### config.mk
export PLATFORM = sky130hd
export DESIGN_NAME = hci_queues_top
export DESIGN_NICKNAME = d
export VERILOG_FILES = /design/src/hw/hci_queue_pkg.sv /design/src/hw/ahb_csr_bridge.sv /design/src/hw/hci_queue_fifo.sv /design/src/hw/hci_queue_csr.sv /design/src/hw/hci_queues_top.sv
export SDC_FILE = /design/constraint.sdc
export NUM_CORES = 2
export LEC_CHECK = 0
export BUFFER_PORTS_ARGS = -buffer_cell sky130_fd_sc_hd__buf_2
export CAP_MARGIN = 20
export CORE_ASPECT_RATIO = 1.2
export CORE_MARGIN = 1
export CORE_UTILIZATION = 63
export CTS_BUF_LIST = sky130_fd_sc_hd__clkbuf_16
export CTS_CLUSTER_DIAMETER = 80
export DETAILED_ROUTE_END_ITERATION = 10
export PLACE_DENSITY = 0.8
export SLEW_MARGIN = 20
export SYNTH_ARGS = -nofsm -noshare
export SYNTH_HDL_FRONTEND = slang
export SYNTH_HIERARCHICAL = 1
export SYNTH_SLANG_ARGS = --single-unit
### constraint.sdc
create_clock -name hclk_i -period 4.79 [get_ports hclk_i]
set_input_delay 0.7185 -clock hclk_i [delete_from_list [all_inputs] [get_ports hclk_i]]
set_output_delay 0.7185 -clock hclk_i [all_outputs]
set_load 0.01 [all_outputs]
### src/hw/hci_queue_pkg.sv
// Shared widths and encodings for single 32-bit word CSR access only
package hci_queue_pkg;

  // Bus and register widths
  localparam int unsigned csr_data_width = 32;
  localparam int unsigned csr_addr_width = 8;
  localparam int unsigned thld_width = 8;

  // Register byte offsets inside the CSR window
  typedef enum logic [csr_addr_width-1:0] {
    REG_CMD_PORT        = 8'h00,
    REG_RESP_PORT       = 8'h04,
    REG_QUEUE_THLD_CTRL = 8'h08,
    REG_QUEUE_STATUS    = 8'h0C,
    REG_RESET_CONTROL   = 8'h10
  } csr_reg_e;

  // AHB slave phases
  typedef enum logic [1:0] {
    PH_IDLE,
    PH_ACCESS,
    PH_ERR1,
    PH_ERR2
  } ahb_phase_e;

  // Both ready thresholds come out of reset at one entry
  localparam logic [thld_width-1:0] thld_reset_value = thld_width'(1);

endpackage

### src/hw/ahb_csr_bridge.sv
// Single AHB-Lite transfers only, no bursts or strobes, and one wait state ahead of an ERROR
`timescale 1ns/1ps

module ahb_csr_bridge (
  input  logic                                     hclk_i,
  input  logic                                     rst_n_i,
  input  logic                                     hsel_i,
  input  logic [31:0]                              haddr_i,
  input  logic [1:0]                               htrans_i,
  input  logic                                     hwrite_i,
  input  logic [2:0]                               hsize_i,
  input  logic [hci_queue_pkg::csr_data_width-1:0] hwdata_i,
  input  logic                                     hready_i,
  input  logic [hci_queue_pkg::csr_data_width-1:0] csr_rdata_i,
  input  logic                                     csr_err_i,
  output logic [hci_queue_pkg::csr_data_width-1:0] hrdata_o,
  output logic                                     hreadyout_o,
  output logic                                     hresp_o,
  output logic                                     csr_req_o,
  output logic                                     csr_we_o,
  output logic [hci_queue_pkg::csr_addr_width-1:0] csr_addr_o,
  output logic [hci_queue_pkg::csr_data_width-1:0] csr_wdata_o
);
  import hci_queue_pkg::*;

  ahb_phase_e                phase_q;
  ahb_phase_e                phase_d;
  logic [csr_addr_width-1:0] addr_q;
  logic                      write_q;
  logic                      bad_q;
  logic                      accept;
  logic                      xfer_err;

  // NONSEQ or SEQ while selected, never during the first error cycle
  assign accept = hsel_i && hready_i && htrans_i[1] && hreadyout_o;

  // Misaligned or oversized transfers never reach the register block
  assign xfer_err = bad_q || csr_err_i;

  assign csr_req_o   = (phase_q == PH_ACCESS) && !bad_q;
  assign csr_we_o    = write_q;
  assign csr_addr_o  = addr_q;
  assign csr_wdata_o = hwdata_i;

  assign hrdata_o    = csr_req_o ? csr_rdata_i : '0;
  assign hreadyout_o = !(((phase_q == PH_ACCESS) && xfer_err) || (phase_q == PH_ERR1));
  assign hresp_o     = (phase_q == PH_ERR1) || (phase_q == PH_ERR2);

  always_comb begin
    phase_d = phase_q;
    case (phase_q)
      PH_ACCESS: begin
        if (xfer_err) begin
          phase_d = PH_ERR1;
        end else begin
          phase_d = accept ? PH_ACCESS : PH_IDLE;
        end
      end
      PH_ERR1: phase_d = PH_ERR2;
      default: phase_d = accept ? PH_ACCESS : PH_IDLE;
    endcase
  end

  always_ff @(posedge hclk_i or negedge rst_n_i) begin
    if (!rst_n_i) begin
      phase_q <= PH_IDLE;
    end else begin
      phase_q <= phase_d;
    end
  end

  // Address phase capture
  always_ff @(posedge hclk_i) begin
    if (accept) begin
      addr_q  <= haddr_i[csr_addr_width-1:0];
      write_q <= hwrite_i;
      bad_q   <= (haddr_i[1:0] != 2'b00) || (hsize_i > 3'd2);
    end
  end

  // A register block error turns into the two-cycle ERROR response
  a_err_two_cycle: assert property (@(posedge hclk_i) disable iff (!rst_n_i)
    (csr_req_o && csr_err_i) |-> !hreadyout_o ##1 (hresp_o && !hreadyout_o)
      ##1 (hresp_o && hreadyout_o));

endmodule

### src/hw/hci_queue_fifo.sv
// Depth must be a power of two of at least 4, and a threshold of 0 never triggers
`timescale 1ns/1ps

module hci_queue_fifo #(
  parameter int unsigned Depth      = 64,
  parameter bit          TrigOnFree = 1'b0
) (
  input  logic                                     hclk_i,
  input  logic                                     rst_n_i,
  input  logic                                     wvalid_i,
  input  logic [hci_queue_pkg::csr_data_width-1:0] wdata_i,
  input  logic                                     rready_i,
  input  logic                                     flush_i,
  input  logic [hci_queue_pkg::thld_width-1:0]     thld_i,
  output logic                                     wready_o,
  output logic                                     rvalid_o,
  output logic [hci_queue_pkg::csr_data_width-1:0] rdata_o,
  output logic                                     full_o,
  output logic                                     empty_o,
  output logic                                     thld_trig_o
);
  import hci_queue_pkg::*;

  localparam int unsigned PtrWidth = $clog2(Depth);
  localparam int unsigned CntWidth = $clog2(Depth + 1);

  logic [csr_data_width-1:0] mem_q [Depth];
  logic [PtrWidth-1:0]       wptr_q;
  logic [PtrWidth-1:0]       rptr_q;
  logic [CntWidth-1:0]       count_q;
  logic [CntWidth-1:0]       level;
  logic                      push;
  logic                      pop;

  assign full_o   = (count_q == CntWidth'(Depth));
  assign empty_o  = (count_q == '0);
  assign wready_o = !full_o;
  assign rvalid_o = !empty_o;
  assign rdata_o  = mem_q[rptr_q];

  assign push = wvalid_i && wready_o;
  assign pop  = rready_i && rvalid_o;

  always_ff @(posedge hclk_i or negedge rst_n_i) begin
    if (!rst_n_i) begin
      wptr_q  <= '0;
      rptr_q  <= '0;
      count_q <= '0;
    end else if (flush_i) begin
      wptr_q  <= '0;
      rptr_q  <= '0;
      count_q <= '0;
    end else begin
      if (push) begin
        wptr_q <= wptr_q + 1'b1;
      end
      if (pop) begin
        rptr_q <= rptr_q + 1'b1;
      end
      if (push && !pop) begin
        count_q <= count_q + 1'b1;
      end else if (pop && !push) begin
        count_q <= count_q - 1'b1;
      end
    end
  end

  always_ff @(posedge hclk_i) begin
    if (push) begin
      mem_q[wptr_q] <= wdata_i;
    end
  end

  // Free entries for a queue the controller drains, used entries otherwise
  assign level       = TrigOnFree ? CntWidth'(Depth) - count_q : count_q;
  assign thld_trig_o = (thld_i != '0) && (32'(level) >= 32'(thld_i));

  // A word offered to a full queue is refused
  a_no_overflow: assert property (@(posedge hclk_i) disable iff (!rst_n_i)
    (full_o && wvalid_i && !rready_i && !flush_i) |=> (full_o && $stable(wptr_q)));

endmodule

### src/hw/hci_queue_csr.sv
// Narrow writes act as full words and the RESET_CONTROL flush bits clear themselves
`timescale 1ns/1ps

module hci_queue_csr (
  input  logic                                     hclk_i,
  input  logic                                     rst_n_i,
  input  logic                                     csr_req_i,
  input  logic                                     csr_we_i,
  input  logic [hci_queue_pkg::csr_addr_width-1:0] csr_addr_i,
  input  logic [hci_queue_pkg::csr_data_width-1:0] csr_wdata_i,
  input  logic                                     cmd_wready_i,
  input  logic                                     cmd_full_i,
  input  logic                                     cmd_empty_i,
  input  logic                                     resp_full_i,
  input  logic                                     resp_empty_i,
  input  logic                                     resp_rvalid_i,
  input  logic [hci_queue_pkg::csr_data_width-1:0] resp_rdata_i,
  output logic [hci_queue_pkg::csr_data_width-1:0] csr_rdata_o,
  output logic                                     csr_err_o,
  output logic                                     cmd_wvalid_o,
  output logic [hci_queue_pkg::csr_data_width-1:0] cmd_wdata_o,
  output logic                                     cmd_flush_o,
  output logic [hci_queue_pkg::thld_width-1:0]     cmd_thld_o,
  output logic                                     resp_rready_o,
  output logic                                     resp_flush_o,
  output logic [hci_queue_pkg::thld_width-1:0]     resp_thld_o
);
  import hci_queue_pkg::*;

  csr_reg_e              reg_sel;
  logic                  thld_we;
  logic [thld_width-1:0] cmd_thld_q;
  logic [thld_width-1:0] resp_thld_q;

  assign reg_sel     = csr_reg_e'(csr_addr_i);
  assign cmd_wdata_o = csr_wdata_i;
  assign cmd_thld_o  = cmd_thld_q;
  assign resp_thld_o = resp_thld_q;

  always_comb begin
    csr_rdata_o   = '0;
    csr_err_o     = 1'b0;
    cmd_wvalid_o  = 1'b0;
    resp_rready_o = 1'b0;
    cmd_flush_o   = 1'b0;
    resp_flush_o  = 1'b0;
    thld_we       = 1'b0;
    if (csr_req_i) begin
      case (reg_sel)
        REG_CMD_PORT: begin
          // Dropped when the queue is full
          if (!csr_we_i || !cmd_wready_i) begin
            csr_err_o = 1'b1;
          end else begin
            cmd_wvalid_o = 1'b1;
          end
        end
        REG_RESP_PORT: begin
          if (csr_we_i || !resp_rvalid_i) begin
            csr_err_o = 1'b1;
          end else begin
            csr_rdata_o   = resp_rdata_i;
            resp_rready_o = 1'b1;
          end
        end
        REG_QUEUE_THLD_CTRL: begin
          if (csr_we_i) begin
            thld_we = 1'b1;
          end else begin
            csr_rdata_o = {{(csr_data_width - 2 * thld_width){1'b0}}, resp_thld_q, cmd_thld_q};
          end
        end
        REG_QUEUE_STATUS: begin
          if (csr_we_i) begin
            csr_err_o = 1'b1;
          end else begin
            csr_rdata_o = {{(csr_data_width - 4){1'b0}},
                           resp_empty_i, resp_full_i, cmd_empty_i, cmd_full_i};
          end
        end
        REG_RESET_CONTROL: begin
          // Reads return zero
          if (csr_we_i) begin
            cmd_flush_o  = csr_wdata_i[1];
            resp_flush_o = csr_wdata_i[2];
          end
        end
        default: csr_err_o = 1'b1;
      endcase
    end
  end

  always_ff @(posedge hclk_i or negedge rst_n_i) begin
    if (!rst_n_i) begin
      cmd_thld_q  <= thld_reset_value;
      resp_thld_q <= thld_reset_value;
    end else if (thld_we) begin
      cmd_thld_q  <= csr_wdata_i[thld_width-1:0];
      resp_thld_q <= csr_wdata_i[2*thld_width-1:thld_width];
    end
  end

  // A flush leaves its queue empty on the next cycle
  a_cmd_flush_empties: assert property (@(posedge hclk_i) disable iff (!rst_n_i)
    cmd_flush_o |=> cmd_empty_i);
  a_resp_flush_empties: assert property (@(posedge hclk_i) disable iff (!rst_n_i)
    resp_flush_o |=> resp_empty_i);

endmodule

### src/hw/hci_queues_top.sv
// Queue depths must be powers of two of at least 4, and commands are single 32-bit words
`timescale 1ns/1ps

module hci_queues_top #(
  parameter int unsigned CmdFifoDepth  = 64,
  parameter int unsigned RespFifoDepth = 64
) (
  input  logic                                     hclk_i,
  input  logic                                     rst_n_i,
  // AHB-Lite slave
  input  logic                                     hsel_i,
  input  logic [31:0]                              haddr_i,
  input  logic [1:0]                               htrans_i,
  input  logic                                     hwrite_i,
  input  logic [2:0]                               hsize_i,
  input  logic [hci_queue_pkg::csr_data_width-1:0] hwdata_i,
  input  logic                                     hready_i,
  output logic [hci_queue_pkg::csr_data_width-1:0] hrdata_o,
  output logic                                     hreadyout_o,
  output logic                                     hresp_o,
  // Command queue, controller side
  output logic                                     hci_cmd_rvalid_o,
  input  logic                                     hci_cmd_rready_i,
  output logic [hci_queue_pkg::csr_data_width-1:0] hci_cmd_rdata_o,
  output logic                                     hci_cmd_full_o,
  output logic                                     hci_cmd_empty_o,
  output logic [hci_queue_pkg::thld_width-1:0]     hci_cmd_ready_thld_o,
  output logic                                     hci_cmd_ready_thld_trig_o,
  // Response queue, controller side
  input  logic                                     hci_resp_wvalid_i,
  output logic                                     hci_resp_wready_o,
  input  logic [hci_queue_pkg::csr_data_width-1:0] hci_resp_wdata_i,
  output logic                                     hci_resp_full_o,
  output logic                                     hci_resp_empty_o,
  output logic [hci_queue_pkg::thld_width-1:0]     hci_resp_ready_thld_o,
  output logic                                     hci_resp_ready_thld_trig_o
);
  import hci_queue_pkg::*;

  logic                      csr_req;
  logic                      csr_we;
  logic [csr_addr_width-1:0] csr_addr;
  logic [csr_data_width-1:0] csr_wdata;
  logic [csr_data_width-1:0] csr_rdata;
  logic                      csr_err;
  logic                      cmd_wvalid;
  logic [csr_data_width-1:0] cmd_wdata;
  logic                      cmd_wready;
  logic                      cmd_flush;
  logic                      resp_rready;
  logic                      resp_rvalid;
  logic [csr_data_width-1:0] resp_rdata;
  logic                      resp_flush;

  ahb_csr_bridge u_bridge (
    .hclk_i      (hclk_i),
    .rst_n_i     (rst_n_i),
    .hsel_i      (hsel_i),
    .haddr_i     (haddr_i),
    .htrans_i    (htrans_i),
    .hwrite_i    (hwrite_i),
    .hsize_i     (hsize_i),
    .hwdata_i    (hwdata_i),
    .hready_i    (hready_i),
    .csr_rdata_i (csr_rdata),
    .csr_err_i   (csr_err),
    .hrdata_o    (hrdata_o),
    .hreadyout_o (hreadyout_o),
    .hresp_o     (hresp_o),
    .csr_req_o   (csr_req),
    .csr_we_o    (csr_we),
    .csr_addr_o  (csr_addr),
    .csr_wdata_o (csr_wdata)
  );

  hci_queue_csr u_csr (
    .hclk_i        (hclk_i),
    .rst_n_i       (rst_n_i),
    .csr_req_i     (csr_req),
    .csr_we_i      (csr_we),
    .csr_addr_i    (csr_addr),
    .csr_wdata_i   (csr_wdata),
    .cmd_wready_i  (cmd_wready),
    .cmd_full_i    (hci_cmd_full_o),
    .cmd_empty_i   (hci_cmd_empty_o),
    .resp_full_i   (hci_resp_full_o),
    .resp_empty_i  (hci_resp_empty_o),
    .resp_rvalid_i (resp_rvalid),
    .resp_rdata_i  (resp_rdata),
    .csr_rdata_o   (csr_rdata),
    .csr_err_o     (csr_err),
    .cmd_wvalid_o  (cmd_wvalid),
    .cmd_wdata_o   (cmd_wdata),
    .cmd_flush_o   (cmd_flush),
    .cmd_thld_o    (hci_cmd_ready_thld_o),
    .resp_rready_o (resp_rready),
    .resp_flush_o  (resp_flush),
    .resp_thld_o   (hci_resp_ready_thld_o)
  );

  // Trigger on free space so the CPU knows it can queue more commands
  hci_queue_fifo #(
    .Depth      (CmdFifoDepth),
    .TrigOnFree (1'b1)
  ) u_cmd_fifo (
    .hclk_i      (hclk_i),
    .rst_n_i     (rst_n_i),
    .wvalid_i    (cmd_wvalid),
    .wdata_i     (cmd_wdata),
    .rready_i    (hci_cmd_rready_i),
    .flush_i     (cmd_flush),
    .thld_i      (hci_cmd_ready_thld_o),
    .wready_o    (cmd_wready),
    .rvalid_o    (hci_cmd_rvalid_o),
    .rdata_o     (hci_cmd_rdata_o),
    .full_o      (hci_cmd_full_o),
    .empty_o     (hci_cmd_empty_o),
    .thld_trig_o (hci_cmd_ready_thld_trig_o)
  );

  hci_queue_fifo #(
    .Depth      (RespFifoDepth),
    .TrigOnFree (1'b0)
  ) u_resp_fifo (
    .hclk_i      (hclk_i),
    .rst_n_i     (rst_n_i),
    .wvalid_i    (hci_resp_wvalid_i),
    .wdata_i     (hci_resp_wdata_i),
    .rready_i    (resp_rready),
    .flush_i     (resp_flush),
    .thld_i      (hci_resp_ready_thld_o),
    .wready_o    (hci_resp_wready_o),
    .rvalid_o    (resp_rvalid),
    .rdata_o     (resp_rdata),
    .full_o      (hci_resp_full_o),
    .empty_o     (hci_resp_empty_o),
    .thld_trig_o (hci_resp_ready_thld_trig_o)
  );

endmodule

==> flow_summary_export.csv <==
group,metric,value,unit
yosys,synth_top_flop_cell,"edfxtp_1",
routing,avgRoutedWirePerCell,41.2,um
clocking,clockBufferDepth,4,
finish,final_core_utilization,72.8,%
worst_hold_path,hp-start,"hwdata_i[26]",
clocking,cts_buffers,393,
yosys,syn_inst,7346,
grt,grt_antenna_before_repair,24,
setup_path,cp_max_fo,11,
worst_hold_path,hp-class,"input port to flip-flop",
floorplanning,pin_count,198,
routing,ant_nets,0,
status,failed_checks,"DRC, setup timing",
yosys,syn_area_per_cell,22.0,um2
floorplanning,core_area,255000,um2
yosys,synth_area,162000,um2
placed_design,dp_cells,10900,
sta,tightest_slew,1.24,ns
grt,grt_pass1_vias,88600,
sta,setup_slack,-0.358,ns
routing,met1Wirelength,142000,um
setup_path,r2r_cells,14,
yosys,syn_nets,7490,
setup_path,worst_r2r_endpoint,"u_cmd_fifo/mem_q[30][31]$_DFFE_PP_",
clocking,clk_pin_slew,0.07,ns
flow_run,cap_violations,0,
power,power_leakage,61.3,nW
floorplanning,fp.dieArea,258000,um2
power,powerDensity,490,nW/um2
yosys,synth_compound_area_share,2.56,%
grt,grt_usage,37.2,%
worst_hold_path,hold_depth,1,
power,peakVddDrop,529,uV
floorplanning,dieHeight,557,um
routing,viasPerCell,7.41,
yosys,yosys.area_share.adder,0.288,%
clocking,h-tree-depth,5,
yosys,synthSimpleGateAreaFrac,1.73,%
grt,grt_max_degree,73,
sta,period_minus_slack,5.15,ns
yosys,synth_edf_count,4106,
routing,drt_iter0_markers,13400,
placed_design,hpwl,243000,um
routing,num_vias,87300,
setup_path,rrSetupSlack,0.16,ns
yosys,synth-async-reset-ratio,1.35,%
routing,routed_wl,486000,um
yosys,synth_xor_area_share,0.163,%
routing,drc,32,
status,status,"finished, violations left",
clocking,numClockSinks,4162,
clocking,cts_tree,"done",
finish,syn_to_final_growth,14.9,%
sta,drv_slew,0,
routing,highest_layer,"met5",
grt,grt_pass1_wl,662000,um
routing,dr_wl_met2,237000,um
placed_design,io_buffers,172,
sta,rsz0062_at_grt,"yes",
floorplanning,num_rows,203,
sta,finalSetupViolations,29,
setup_path,crit_required,4.07,ns
floorplanning,initial_utilization,63.3,%
sta,timing.slew.headroom,17.3,%
clocking,root_buffer,"clkbuf_16",
yosys,synth_top_family_by_area,"multiplexers",
worst_hold_path,min_to,"u_cmd_fifo/mem_q[38][26]$_DFFE_PP_",
finish,final_layout_size_suffix_gt1_share,31.8,%
grt,gr-total-overflow,0,
power,power.total,91.0,mW
setup_path,cp.arrival,4.43,ns
yosys,synth.distinct_cells,74,
setup_path,endpoint_kind,"primary output",
finish,nNetsFinal,8217,
finish,nFillCells,13000,
yosys,synth-seq-cells,4162,
yosys,synthMuxAreaShare,16.4,%
sta,finalCritPeriodShare,107,%
yosys,ys_warn_count,6,
floorplanning,fp.dieW,464,um
clocking,clk_latency,1.04,ns
routing,wl_met3,58900,um
setup_path,regToRegStartpoint,"u_bridge/phase_q[1]$_DFF_PN0_",
yosys,synth-seq-area-share,77.2,%
setup_path,critical_path_class,"flip-flop to primary output",
placed_design,gp_congestion,0.849,
sta,hold_viol,0,
finish,layout.cells.non_filler,11800,
setup_path,startpoint_type,"flip-flop",
sta,finClkSkew,0.0635,ns
routing,dr.pass1.iters,11,
sta,max_freq,194,MHz
[flip-flops by register name, indices dropped and copies added (netlist names)]
| name | cells |
|---|---|
| u_resp_fifo/rptr_q | 6 |
| u_cmd_fifo/mem_q | 2048 |
| u_cmd_fifo/wptr_q | 6 |
| u_resp_fifo/mem_q | 2048 |
| u_bridge/bad_q | 1 |
| u_bridge/csr_addr_o | 8 |
| u_cmd_fifo/rptr_q | 6 |
| u_csr/cmd_thld_o | 8 |
| u_csr/resp_thld_o | 8 |
| u_resp_fifo/count_q | 7 |
| u_resp_fifo/wptr_q | 6 |
| u_cmd_fifo/count_q | 7 |
| u_bridge/csr_we_o | 1 |
| u_bridge/phase_q | 2 |
[worst max-delay path, stage by stage (launching register included)]
cell,delay [ns]
dfrtp_4,0.48
buf_4,0.21
buf_4,0.26
nand3_1,0.18
buf_4,0.30
o22ai_2,0.54
nor2_4,0.07
a41o_1,0.22
a21oi_2,0.31
a221o_1,0.29
a22oi_1,0.12
nor2_1,0.11
and2_1,0.17
buf_2,0.15
[cells in the mapped netlist (all sizes together), types with 8 or more instances]
cell,n,area [um2]
nand2,194,728
inv,42,158
a22oi,62,465
nand3,40,200
o211ai,15,113
a2111oi,25,219
a31oi,9,68.8
xor2,11,96.3
o21ai,112,561
a211oi,44,330
nor3,20,100
and2,58,363
o31ai,14,105
o22ai,99,619
ha,34,425
edfxtp,4106,123000
dfrtp,54,1350
mux2,45,544
a211o,21,184
mux4,1001,22500
nor2b,25,164
xnor2,19,166
buf,302,1960
a21oi,128,641
nand3b,8,60.1
mux2i,336,3360
o221ai,41,359
or2,9,56.3
a221oi,20,175
nor2,220,828
clkbuf,158,593
[worst max-delay path by stage]
stage / start / to / cells after the start
5_1_grt: u_resp_fifo/rptr_q[1]$_DFFE_PN0P_ / hrdata_o[8] / 13
6_report: u_resp_fifo/rptr_q[1]$_DFFE_PN0P_ / hrdata_o[8] / 13
4_1_cts: u_resp_fifo/rptr_q[0]$_DFFE_PN0P_ / hrdata_o[0] / 12
2_1_floorplan: u_bridge/phase_q[1]$_DFF_PN0_ / u_cmd_fifo/mem_q[63][0]$_DFFE_PP_ / 13
3_3_place_gp: u_resp_fifo/rptr_q[0]$_DFFE_PN0P_ / hrdata_o[5] / 11
3_5_place_dp: u_resp_fifo/rptr_q[0]$_DFFE_PN0P_ / hrdata_o[5] / 11
[power by group]
group / internal, mW / leakage, nW / switching [mW]
Clock: 17.6 / 6.45 / 13.5
Sequential: 40.8 / 37.5 / 0.544
Combinational: 7.47 / 17.3 / 11.1
Total: 65.8 / 61.3 / 25.2
[layer usage]
metal / up-vias / track usage [%]
met5: - / 0
met4: 10 / 30.9
met2: 8549 / 60.3
met3: 2180 / 8.05
met1: 44300 / 42.9
li1: 32300 / -
[kinds of logic after synthesis]
group,after synthesis
buffers and inverters,504
AO/OA/AOI/OAI,624
AND/OR/NAND/NOR,608
adder cells (fa/ha/maj),36
multiplexers,1382
XOR/XNOR,30
flip-flops,4162
[layout by cell type, fill, tap and decap left out, drive strengths merged, types with 9 or more instances in the layout]
master	netlist	routed
xnor2	19	19
nand2	194	194
o211ai	15	15
o21ai	112	112
a31oi	9	9
clkbuf	158	414
nor2	220	220
a211o	21	21
buf	302	760
bufinv	0	45
clkinvlp	0	13
a221oi	20	20
edfxtp	4106	4106
o22ai	99	99
a2111oi	25	25
a21oi	128	128
dfrtp	54	54
inv	42	122
ha	34	34
nor2b	25	25
or2	9	9
mux2	45	45
a211oi	44	44
nor3	20	20
mux2i	336	336
diode	0	26
a22oi	62	62
mux4	1001	1001
and2	58	58
nand3	40	40
dlygate4sd3	0	14
o31ai	14	14
xor2	11	11
clkinv	2	156
o221ai	41	41
[layout make-up]
class	instances	area [um2]	area share, %
Timing Repair Buffer	792	8030	4.32
Multi-Input combinational cell	2680	35900	19.3
Clock buffer	403	10100	5.43
Antenna cell	26	65.1	0.0350
Inverter	44	175	0.0943
Tap cell	3382	4230	2.28
Sequential cell	4162	125000	67.2
Clock inverter	292	2470	1.33
[what timing repair did]
item	in CTS	in global routing
gates resized for setup	225	95
endpoints found under the hold margin	65	0
endpoints found under the setup margin	64	166
hold buffers	14	0
cloned	24	10
pin swaps	26	27
setup buffers	78	62
[through the flow]
stage               area, um2  hold WS, ns  TNS [ns]  setup slack, ns
floorplan              162000        0.423         0            0.450
global placement       169000        0.520         0            0.133
detailed placement     169000        0.553         0            0.118
CTS                    184000        0.168    -0.836          -0.0936
global route           186000        0.146     -3.18           -0.273
finish                 186000        0.156     -2.82           -0.358
Power figures use the tool's default switching activity.
